**src/include/plca_defs.svh**
```systemverilog
`ifndef PLCA_DEFS_SVH
`define PLCA_DEFS_SVH

// ~~~~~~~~~~~~~~~~~~~~~~~~~~~~~~~~~~~~~~
// mii widths
// ~~~~~~~~~~~~~~~~~~~~~~~~~~~~~~~~~~~~~~
`define NIBBLE_W 4           // mii data nibble.
`define NODE_ID_W 8          // node id and node count.

// ~~~~~~~~~~~~~~~~~~~~~~~~~~~~~~~~~~~~~~
// plca timers, in TX_CLK cycles
// ~~~~~~~~~~~~~~~~~~~~~~~~~~~~~~~~~~~~~~
`define BEACON_CYCLES 20     // one beacon on the wire.
`define TO_CYCLES 20         // one transmit opportunity.
`define BEACON_DET_CYCLES 400 // follower gives up, back to resync.
`define STATUS_CYCLES 64     // status hold after plca_active drops.

// variable delay line.
// depth must cover beacon + node_count * to + frame.
`define DELAY_DEPTH 256
`define DELAY_AW 8

`endif

```
**src/logic/mii_pkg.sv**
```systemverilog
`default_nettype none

`include "plca_defs.svh"

package mii_pkg;

    // one mii transmit beat, mac side or phy side.
    typedef struct packed {
        logic                 en;   // tx_en.
        logic                 er;   // tx_er.
        logic [`NIBBLE_W-1:0] txd;  // data nibble.
    } mii_tx_t;

    // receive word as plain data.
    typedef struct packed {
        logic                 dv;
        logic                 er;
        logic [`NIBBLE_W-1:0] rxd;
    } mii_rx_data_t;

    // same word as a plca indication.
    typedef struct packed {
        logic                 dv;
        logic                 er;
        logic [`NIBBLE_W-1:0] code;
    } mii_rx_ind_t;

    typedef union packed {
        mii_rx_data_t data;
        mii_rx_ind_t  ind;
    } mii_rx_u;

    // indication codes, only with dv low and er high.
    localparam logic [`NIBBLE_W-1:0] IND_BEACON = 4'b0010;
    localparam logic [`NIBBLE_W-1:0] IND_COMMIT = 4'b0011;

endpackage

`default_nettype wire

```
**src/logic/plca_pkg.sv**
```systemverilog
`default_nettype none

`include "plca_defs.svh"

package plca_pkg;

    // management view of the node.
    typedef struct packed {
        logic                  en;          // plca_en.
        logic [`NODE_ID_W-1:0] local_id;    // 0 means coordinator.
        logic [`NODE_ID_W-1:0] node_count;  // used by node 0 only.
    } plca_cfg_t;

    // decoded receive indication.
    typedef enum logic [1:0] {
        RX_NONE,
        RX_BEACON,
        RX_COMMIT
    } rx_cmd_e;

    // control asks data for a beacon.
    typedef enum logic {
        TX_NONE,
        TX_BEACON
    } tx_cmd_e;

    typedef enum logic [2:0] {
        ST_DISABLE,
        ST_RESYNC,
        ST_SEND_BEACON,
        ST_SYNCING,
        ST_WAIT_TO,
        ST_TRANSMIT,
        ST_RECEIVE,
        ST_NEXT_TXOP
    } ctrl_state_e;

    // control to data.
    typedef struct packed {
        logic    committed;  // ack for packet_pending.
        tx_cmd_e tx_cmd;
    } ctrl_to_data_t;

endpackage

`default_nettype wire

```
**src/logic/plca_rx_decode.sv**
```systemverilog
`timescale 1ns/1ps
`default_nettype none

module plca_rx_decode
    import mii_pkg::*;
    import plca_pkg::*;
(
    input  wire          TX_CLK,
    input  wire          rst_n,
    input  wire mii_rx_u phy_rx,
    output rx_cmd_e      rx_cmd,
    output logic         receiving
);

    rx_cmd_e cmd_d;

    // indication view of the word.
    always_comb
    begin
        cmd_d = RX_NONE;
        if (!phy_rx.ind.dv && phy_rx.ind.er)
        begin
            if (phy_rx.ind.code == IND_BEACON)
                cmd_d = RX_BEACON;
            else if (phy_rx.ind.code == IND_COMMIT)
                cmd_d = RX_COMMIT;
        end
    end

    always_ff @(posedge TX_CLK)
    begin
        if (!rst_n)
        begin
            rx_cmd    <= RX_NONE;
            receiving <= 1'b0;
        end
        else
        begin
            rx_cmd    <= cmd_d;                                     // one cycle late.
            receiving <= phy_rx.data.dv || (cmd_d == RX_COMMIT);   // data or commit.
        end
    end

    // a beacon ends in silence, never straight into data.
    a_beacon_no_dv: assert property (@(posedge TX_CLK) disable iff (!rst_n)
        (rx_cmd == RX_BEACON) |-> !phy_rx.data.dv);

endmodule

`default_nettype wire

```
**src/logic/plca_control.sv**
```systemverilog
`timescale 1ns/1ps
`default_nettype none

`include "plca_defs.svh"

module plca_control
    import plca_pkg::*;
(
    input  wire           TX_CLK,
    input  wire           rst_n,
    input  wire plca_cfg_t cfg,
    input  wire rx_cmd_e  rx_cmd,
    input  wire           receiving,
    input  wire           packet_pending,
    output ctrl_to_data_t ctl,
    output logic          plca_active
);

    localparam int BCN_W = $clog2(`BEACON_CYCLES);
    localparam int TO_W  = $clog2(`TO_CYCLES);
    localparam int DET_W = $clog2(`BEACON_DET_CYCLES);

    ctrl_state_e           state;
    ctrl_state_e           adv_state;   // where an opportunity ends up.
    logic [BCN_W-1:0]      bcn_cnt;
    logic [TO_W-1:0]       to_cnt;
    logic [DET_W-1:0]      det_cnt;
    logic [`NODE_ID_W-1:0] cur_id;
    logic [`NODE_ID_W:0]   next_id;     // one bit wider for the wrap compare.
    logic                  coord;
    logic                  my_turn;
    logic                  last_txop;
    logic                  rx_beacon;
    logic                  bcn_done;
    logic                  to_done;
    logic                  det_done;
    logic                  det_run;
    logic                  follow_chk;

    // ~~~~~~~~~~~~~~~~~~~~~~~~~~~~~~~~~~~~~~
    // decodes
    // ~~~~~~~~~~~~~~~~~~~~~~~~~~~~~~~~~~~~~~
    assign coord     = (cfg.local_id == '0);
    assign my_turn   = (cur_id == cfg.local_id);
    assign rx_beacon = (rx_cmd == RX_BEACON);
    assign next_id   = {1'b0, cur_id} + 1'b1;
    assign last_txop = coord && (next_id >= {1'b0, cfg.node_count});  // node 0 wraps.
    assign adv_state = last_txop ? ST_SEND_BEACON : ST_NEXT_TXOP;

    assign bcn_done = (bcn_cnt == BCN_W'(`BEACON_CYCLES - 1));
    assign to_done  = (to_cnt == TO_W'(`TO_CYCLES - 1));
    assign det_done = (det_cnt == DET_W'(`BEACON_DET_CYCLES - 1));

    // beacon watchdog, followers only.
    assign det_run    = !coord && !rx_beacon && (state != ST_DISABLE)
                        && (state != ST_RESYNC);
    assign follow_chk = !coord && (state != ST_DISABLE) && (state != ST_RESYNC)
                        && (state != ST_TRANSMIT);

    // ~~~~~~~~~~~~~~~~~~~~~~~~~~~~~~~~~~~~~~
    // opportunity fsm
    // ~~~~~~~~~~~~~~~~~~~~~~~~~~~~~~~~~~~~~~
    always_ff @(posedge TX_CLK)
    begin
        if (!rst_n)
        begin
            state       <= ST_DISABLE;
            cur_id      <= '0;
            bcn_cnt     <= '0;
            to_cnt      <= '0;
            det_cnt     <= '0;
            plca_active <= 1'b0;
        end
        else if (!cfg.en)
        begin
            state       <= ST_DISABLE;
            det_cnt     <= '0;
            plca_active <= 1'b0;
        end
        else
        begin
            bcn_cnt <= (state == ST_SEND_BEACON) ? bcn_cnt + 1'b1 : '0;
            to_cnt  <= (state == ST_WAIT_TO) ? to_cnt + 1'b1 : TO_W'(1);  // 1st cycle spent.
            det_cnt <= det_run ? det_cnt + 1'b1 : '0;

            case (state)
                ST_DISABLE:
                    state <= ST_RESYNC;
                ST_RESYNC:
                begin
                    if (coord)
                    begin
                        state       <= ST_SEND_BEACON;  // node 0 owns the cycle.
                        plca_active <= 1'b1;
                    end
                    else if (rx_beacon)
                    begin
                        state       <= ST_SYNCING;
                        plca_active <= 1'b1;
                    end
                end
                ST_SEND_BEACON:
                    if (bcn_done) state <= ST_SYNCING;
                ST_SYNCING:
                begin
                    cur_id <= '0;
                    if (!rx_beacon) state <= ST_WAIT_TO;  // opportunity 0 starts.
                end
                ST_WAIT_TO:
                begin
                    if (receiving)
                        state <= ST_RECEIVE;        // medium busy, hold cur_id.
                    else if (my_turn && packet_pending)
                        state <= ST_TRANSMIT;       // commit.
                    else if (to_done)
                    begin
                        state  <= adv_state;
                        cur_id <= next_id[`NODE_ID_W-1:0];
                    end
                end
                ST_TRANSMIT:
                begin
                    if (!packet_pending)
                    begin
                        state  <= adv_state;        // handshake done.
                        cur_id <= next_id[`NODE_ID_W-1:0];
                    end
                end
                ST_RECEIVE:
                begin
                    if (!receiving)
                    begin
                        state  <= adv_state;
                        cur_id <= next_id[`NODE_ID_W-1:0];
                    end
                end
                ST_NEXT_TXOP:
                    state <= ST_WAIT_TO;
            endcase

            // followers resync to every beacon, or lose sync.
            if (follow_chk)
            begin
                if (rx_beacon)
                    state <= ST_SYNCING;
                else if (det_done)
                begin
                    state       <= ST_RESYNC;
                    plca_active <= 1'b0;
                end
            end
        end
    end

    assign ctl = '{committed: (state == ST_TRANSMIT),
                   tx_cmd:    (state == ST_SEND_BEACON) ? TX_BEACON : TX_NONE};

    // commit only answers a pending frame, in our own slot.
    a_commit_own_id: assert property (@(posedge TX_CLK) disable iff (!rst_n)
        $rose(ctl.committed) |-> $past(packet_pending) && (cur_id == cfg.local_id));

    // only the coordinator beacons.
    a_beacon_node0: assert property (@(posedge TX_CLK) disable iff (!rst_n)
        (ctl.tx_cmd == TX_BEACON) |-> (cfg.local_id == '0));

endmodule

`default_nettype wire

```
**src/logic/plca_delay_line.sv**
```systemverilog
`timescale 1ns/1ps
`default_nettype none

`include "plca_defs.svh"

module plca_delay_line
(
    input  wire                  TX_CLK,
    input  wire                  rst_n,      // also clears pointers on disable.
    input  wire                  wr_en,
    input  wire [`NIBBLE_W-1:0]  wr_nibble,
    input  wire                  rd_en,
    output logic [`NIBBLE_W-1:0] rd_nibble,
    output logic                 empty
);

    logic [`NIBBLE_W-1:0] mem [`DELAY_DEPTH];
    logic [`DELAY_AW-1:0] wr_ptr;
    logic [`DELAY_AW-1:0] rd_ptr;
    logic [`DELAY_AW:0]   count;    // fill level, 0 to depth.

    // storage, no reset.
    always_ff @(posedge TX_CLK)
    begin
        if (wr_en) mem[wr_ptr] <= wr_nibble;
    end

    always_ff @(posedge TX_CLK)
    begin
        if (!rst_n)
        begin
            wr_ptr <= '0;
            rd_ptr <= '0;
            count  <= '0;
        end
        else
        begin
            if (wr_en) wr_ptr <= wr_ptr + 1'b1;  // wraps at depth.
            if (rd_en) rd_ptr <= rd_ptr + 1'b1;
            count <= count + wr_en - rd_en;
        end
    end

    assign rd_nibble = mem[rd_ptr];  // head of line.
    assign empty     = (count == '0);

    // mac must never outrun the wait.
    a_no_overflow: assert property (@(posedge TX_CLK) disable iff (!rst_n)
        (count == (`DELAY_AW+1)'(`DELAY_DEPTH)) |-> (!wr_en || rd_en));

endmodule

`default_nettype wire

```
**src/logic/plca_data.sv**
```systemverilog
`timescale 1ns/1ps
`default_nettype none

`include "plca_defs.svh"

module plca_data
    import mii_pkg::*;
    import plca_pkg::*;
(
    input  wire                TX_CLK,
    input  wire                rst_n,
    input  wire plca_cfg_t     cfg,
    input  wire mii_tx_t       mac_tx,
    input  wire ctrl_to_data_t ctl,
    input  wire                receiving,
    output logic               packet_pending,
    output logic               mac_crs,
    output mii_tx_t            phy_tx
);

    // beacon symbol, en low, er high.
    localparam mii_tx_t BEACON_BEAT = '{en: 1'b0, er: 1'b1, txd: IND_BEACON};

    logic                 dl_rst_n;
    logic                 wr_en;
    logic                 rd_en;
    logic [`NIBBLE_W-1:0] rd_nibble;
    logic                 dl_empty;
    logic                 beacon;

    assign beacon   = cfg.en && (ctl.tx_cmd == TX_BEACON);  // never while disabling.
    assign dl_rst_n = rst_n && cfg.en;                       // drop stale nibbles.
    assign wr_en    = cfg.en && mac_tx.en;
    assign rd_en    = ctl.committed && packet_pending && !dl_empty;

    // defer the mac. own frame, medium busy or beacon.
    assign mac_crs = receiving || mac_tx.en || packet_pending || beacon;

    plca_delay_line u_delay_line
    (
        .TX_CLK    (TX_CLK),
        .rst_n     (dl_rst_n),
        .wr_en     (wr_en),
        .wr_nibble (mac_tx.txd),
        .rd_en     (rd_en),
        .rd_nibble (rd_nibble),
        .empty     (dl_empty)
    );

    // ~~~~~~~~~~~~~~~~~~~~~~~~~~~~~~~~~~~~~~
    // packet_pending handshake
    // ~~~~~~~~~~~~~~~~~~~~~~~~~~~~~~~~~~~~~~
    always_ff @(posedge TX_CLK)
    begin
        if (!rst_n)
            packet_pending <= 1'b0;
        else if (!cfg.en)
            packet_pending <= 1'b0;
        else if (!packet_pending)
            packet_pending <= !ctl.committed && (mac_tx.en || !dl_empty);  // wait for ack low.
        else if (ctl.committed && dl_empty && !mac_tx.en)
            packet_pending <= 1'b0;  // last nibble out last cycle.
    end

    // ~~~~~~~~~~~~~~~~~~~~~~~~~~~~~~~~~~~~~~
    // mii output mux
    // ~~~~~~~~~~~~~~~~~~~~~~~~~~~~~~~~~~~~~~
    always_ff @(posedge TX_CLK)
    begin
        if (!rst_n)
            phy_tx <= '0;
        else if (!cfg.en)
            phy_tx <= mac_tx;       // plain rs, straight through.
        else if (beacon)
            phy_tx <= BEACON_BEAT;
        else
            phy_tx <= '{en: rd_en, er: 1'b0, txd: rd_en ? rd_nibble : '0};
    end

endmodule

`default_nettype wire

```
**src/logic/plca_status.sv**
```systemverilog
`timescale 1ns/1ps
`default_nettype none

`include "plca_defs.svh"

module plca_status
    import plca_pkg::*;
(
    input  wire            TX_CLK,
    input  wire            rst_n,
    input  wire plca_cfg_t cfg,
    input  wire            plca_active,
    output logic           plca_status   // high is OK, low is FAIL.
);

    localparam int HOLD_W = $clog2(`STATUS_CYCLES);

    logic [HOLD_W-1:0] hold_cnt;

    always_ff @(posedge TX_CLK)
    begin
        if (!rst_n)
        begin
            plca_status <= 1'b0;
            hold_cnt    <= '0;
        end
        else if (!cfg.en)
        begin
            plca_status <= 1'b0;    // admin off, fail at once.
            hold_cnt    <= '0;
        end
        else if (!plca_status)
        begin
            hold_cnt <= '0;
            if (plca_active) plca_status <= 1'b1;
        end
        else if (plca_active)
            hold_cnt <= '0;         // still synced.
        else if (hold_cnt == HOLD_W'(`STATUS_CYCLES - 1))
            plca_status <= 1'b0;    // hold ran out.
        else
            hold_cnt <= hold_cnt + 1'b1;
    end

endmodule

`default_nettype wire

```
**src/logic/plca_top.sv**
```systemverilog
`timescale 1ns/1ps
`default_nettype none

module plca_top
    import mii_pkg::*;
    import plca_pkg::*;
(
    input  wire            TX_CLK,
    input  wire            rst_n,
    input  wire plca_cfg_t cfg,
    input  wire mii_tx_t   mac_tx,
    input  wire mii_rx_u   phy_rx,
    output mii_tx_t        phy_tx,
    output logic           mac_crs,
    output logic           plca_status
);

    rx_cmd_e       rx_cmd;
    logic          receiving;
    logic          packet_pending;
    logic          plca_active;
    ctrl_to_data_t ctl;

    plca_rx_decode u_rx_decode
    (
        .TX_CLK    (TX_CLK),
        .rst_n     (rst_n),
        .phy_rx    (phy_rx),
        .rx_cmd    (rx_cmd),
        .receiving (receiving)
    );

    plca_control u_control
    (
        .TX_CLK         (TX_CLK),
        .rst_n          (rst_n),
        .cfg            (cfg),
        .rx_cmd         (rx_cmd),
        .receiving      (receiving),
        .packet_pending (packet_pending),
        .ctl            (ctl),
        .plca_active    (plca_active)
    );

    plca_data u_data
    (
        .TX_CLK         (TX_CLK),
        .rst_n          (rst_n),
        .cfg            (cfg),
        .mac_tx         (mac_tx),
        .ctl            (ctl),
        .receiving      (receiving),
        .packet_pending (packet_pending),
        .mac_crs        (mac_crs),
        .phy_tx         (phy_tx)
    );

    plca_status u_status
    (
        .TX_CLK      (TX_CLK),
        .rst_n       (rst_n),
        .cfg         (cfg),
        .plca_active (plca_active),
        .plca_status (plca_status)
    );

endmodule

`default_nettype wire

```
**config.mk**
```make
export PLATFORM = sky130hd
export DESIGN_NAME = plca_top
export DESIGN_NICKNAME = d
export VERILOG_FILES = /design/src/logic/mii_pkg.sv /design/src/logic/plca_pkg.sv /design/src/logic/plca_rx_decode.sv /design/src/logic/plca_control.sv /design/src/logic/plca_delay_line.sv /design/src/logic/plca_data.sv /design/src/logic/plca_status.sv /design/src/logic/plca_top.sv
export VERILOG_INCLUDE_DIRS = /design/src /design/src/include
export SDC_FILE = /design/constraint.sdc
export NUM_CORES = 1
export LEC_CHECK = 0
export ABC_AREA = 1
export BUFFER_PORTS_ARGS = -buffer_cell sky130_fd_sc_hd__buf_2
export CAP_MARGIN = 20
export CORE_MARGIN = 10
export CORE_UTILIZATION = 34
export CTS_CLUSTER_SIZE = 8
export DETAILED_ROUTE_END_ITERATION = 16
export SYNTH_ARGS = -nofsm -noshare
export SYNTH_HDL_FRONTEND = slang
export SYNTH_SLANG_ARGS = --single-unit
```
**constraint.sdc**
```tcl
create_clock -name TX_CLK -period 3.1 [get_ports TX_CLK]
set_input_delay 0.465 -clock TX_CLK [delete_from_list [all_inputs] [get_ports TX_CLK]]
set_output_delay 0.465 -clock TX_CLK [all_outputs]
set_load 0.01 [all_outputs]
```
==> metrics.txt <==
DP Cell Count=5968; post-route minimum period=2.89 ns; status=completed; Initial DRC Count=between 2000 and 3000; Pins Over Slew Limit=0; post-synth top area cell=edfxtp_1; Synth Register Bits=between 1000 and 1500; clock root cell=clkbuf_16; Post-DP HPWL=around 74 mm; Mapped Area=between 0.04 and 0.05 mm²; Crit. End Element=flip-flop; Synth Area in Simple Gates=roughly a quarter; # IOs=39; Mapped Nets=roughly 4400; measured slew at the worst slew-check pin=approximately 0.85 ns; library cells used by synthesis=45; endpoints failing hold=0; PwrDens=between 600 and 700 mW/mm²; Die ar.=0.153 mm²; CP Class=reg -> reg; Pleak=approximately 19 nW; GRT Util Overall=15.7%; post-layout util=approximately two fifths; Hold/Removal Path Class=in -> reg; Vias=around 32000; ranking of synthesized cells by area=edfxtp_1, nand3_1, nand2_1, dfxtp_1, nor2_1; Post-Synth Adder-Cell Area=less than 1%; Post-Layout Cell Count=6189; H-tree depth=4; FF/Latch Area=0.0324 mm²; largest net degree at the start of global routing=121; multiplexer share of the synthesized area=0%; period utilisation layout=93.2%; Mean Syn Cell Area=10.9 µm²; drt total wl=about 120 mm; setup TNS=0 ns; commonest non-fill, non-tap cell in the layout=nand2_1; CP Launch Type=flip-flop; Worst-Skew Late Latency=approximately 0.75 ns; first-pass GRT wire length=187 mm; Warnings, synthesis=0; wire per inst=around 20 µm; peak supply drop=~0.41 mV; compound-cell area share of the yosys netlist=approximately 1.3%; RSZ-0062 raised after global routing=true; initial antenna violation count=1; largest family of logic cells by synthesized area=simple AND/OR/NAND/NOR gates; nets@finish=4403; CP arrival=between 3 and 4 ns; Crit path required time=around 3.8 ns; die width=approximately 390 µm; Synth Area in XOR/XNOR=0.206%; layout cell share with drive strength beyond 1=8.42%; Placer Congestion=~0.84; row count=around 140; CP max FO=5; GRT Residual Overflow=0; most frequent cells in the layout=nand2_1, edfxtp_1, nand3_1; Reg clk slew, reported paths=0.05 ns; Clock Path Buffers=3; post-synth top area share=about two thirds; Clock Skew=~0.025 ns; Mapped Cells=around 4300; multi-input logic area=around 0.012 mm²; Chip Height=approximately 400 µm; achievable clock frequency=approximately 0.35 GHz; via/cell ratio=a little over 5; Core Box Area=approximately 0.14 mm²; port bufs=38; vias in the first global route=approximately 31000; CTS sink cnt=~1100; Routed Antenna Nets=0; DRC Markers=0; Area growth, synth to finish=14.4%; Starting Density=between 30 and 40%; 1st-pass router iterations=8; register area share after synthesis=between 60 and 70%; fillers=roughly 13000; Final setup violation count=0; Inserted Clock Buffers=156; Max-Cap Viols=0; CTS tree=yes; Slew HR=43.2%
-- what timing repair did --
item / 4_1_cts / 5_1_grt
hold buffers: 4 / 0
setup buffers: 0 / 5
gates resized for setup: 0 / 27
endpoints found under the hold margin: 4 / 0
endpoints found under the setup margin: 0 / 2
-- layout make-up --
| cell class | count | area share (%) |
|---|---|---|
| clock buffer | 199 | 7.75 |
| antenna | 1 | 0.00467 |
| inverter | 127 | 0.944 |
| multi-input combinational | 2794 | 23.3 |
| sequential | 1105 | 60.5 |
| timing repair buffer | 157 | 2.99 |
| clock inverter | 12 | 0.332 |
| tap | 1794 | 4.19 |
-- kinds of logic (layout without fill, tap and decap cells) --
| kind of cell | after synthesis | after routing |
|---|---|---|
| compound gates | 108 | 108 |
| xor+xnor | 11 | 11 |
| fa+ha+maj | 31 | 31 |
| buf+inv | 392 | 495 |
| flops | 1105 | 1105 |
| other cells | 0 | 1 |
| simple gates | 2644 | 2644 |
-- through the flow --
step	instance area [µm²]	power (mW)	hold slack, ns	worst slack [ns]
2_1_floorplan	46800	16.7	0.427	0.250
3_3_place_gp	49100	17.1	0.443	0.0393
3_5_place_dp	49100	17.1	0.446	0.0703
4_1_cts	53400	32.4	0.000646	0.0515
5_1_grt	53600	33.1	0.0235	-0.141
6_report	53600	32.2	0.0439	0.210
-- sequential cells by signal (all words and copies together), names as in the netlist, 2 cells and up, named ones only --
signal / cells
u_control.det_cnt: 9
u_rx_decode.rx_cmd: 2
u_data.u_delay_line.count: 9
u_data.u_delay_line.wr_ptr: 8
u_data.u_delay_line.mem: 1024
u_data.phy_tx: 6
u_control.cur_id: 8
u_control.state: 3
u_control.to_cnt: 5
u_data.u_delay_line.rd_ptr: 8
u_control.bcn_cnt: 5
u_status.hold_cnt: 6
-- metal layers --
metal	global-route usage (%)	vias to the layer above	routed length, µm
met4	5.47	0	3640
met2	26.6	1105	60200
met5	0	-	0
met3	2.67	237	7940
met1	20.3	15400	51900
li1	-	15000	-
-- path summary, 6_finish.rpt --
check / from / end / slack, ns / cells past startpoint
setup reg to reg: u_control.state[1]$_SDFF_PN0_ / u_data.u_delay_line.count[8]$_SDFF_PN0_ / 0.21 / 25
setup / recovery: u_control.state[1]$_SDFF_PN0_ / u_data.u_delay_line.count[8]$_SDFF_PN0_ / 0.21 / 25
hold / removal: phy_rx[1] / u_rx_decode.rx_cmd[1]$_SDFF_PN0_ / 0.04 / 3
hold reg to reg: u_control.to_cnt[4]$_SDFFE_PN0P_ / u_control.to_cnt[4]$_SDFFE_PN0P_ / 0.45 / 1
-- power breakdown --
part,internal (mW),switching [mW]
registers,16.3,0.0108
clock network,9.25,6.05
logic,0.126,0.395
total,25.7,6.46
-- synthesized netlist by cell type (all sizes together) --
library cell,instances
and2,1
o21a,3
nand2,1256
o221a,1
a211oi,8
a31oi,1
nand3,986
a31o,1
inv,124
a311oi,1
o211a,1
edfxtp,1024
and3,2
clkbuf,63
clkinv,3
nand3b,2
o22ai,5
nor4,4
a2bb2oi,1
nor3b,8
a21oi,52
nand4,10
ha,30
nor3,24
dfxtp,81
fa,1
o211ai,2
xor2,9
o21ai,30
or3,1
buf,202
xnor2,2
o21bai,2
nor2,350
-- critical path, cell delays in order (launching register included) --
cell,delay [ns]
dfxtp_4,0.36
inv_4,0.06
nand2_4,0.05
nor2_4,0.11
inv_2,0.06
nor2_4,0.12
inv_2,0.05
nor2_4,0.12
ha_4,0.20
inv_2,0.06
ha_4,0.12
inv_2,0.03
fa_2,0.34
nor2_1,0.09
nor2_1,0.05
nor2_1,0.13
nor2_1,0.06
nor2_1,0.14
o21ai_1,0.09
nand2_1,0.11
a21oi_2,0.07
nor2_1,0.12
nor2_1,0.07
nand2_1,0.05
nand2_1,0.04
nor2_1,0.10
Note: power is estimated with default switching activity, not from simulation.
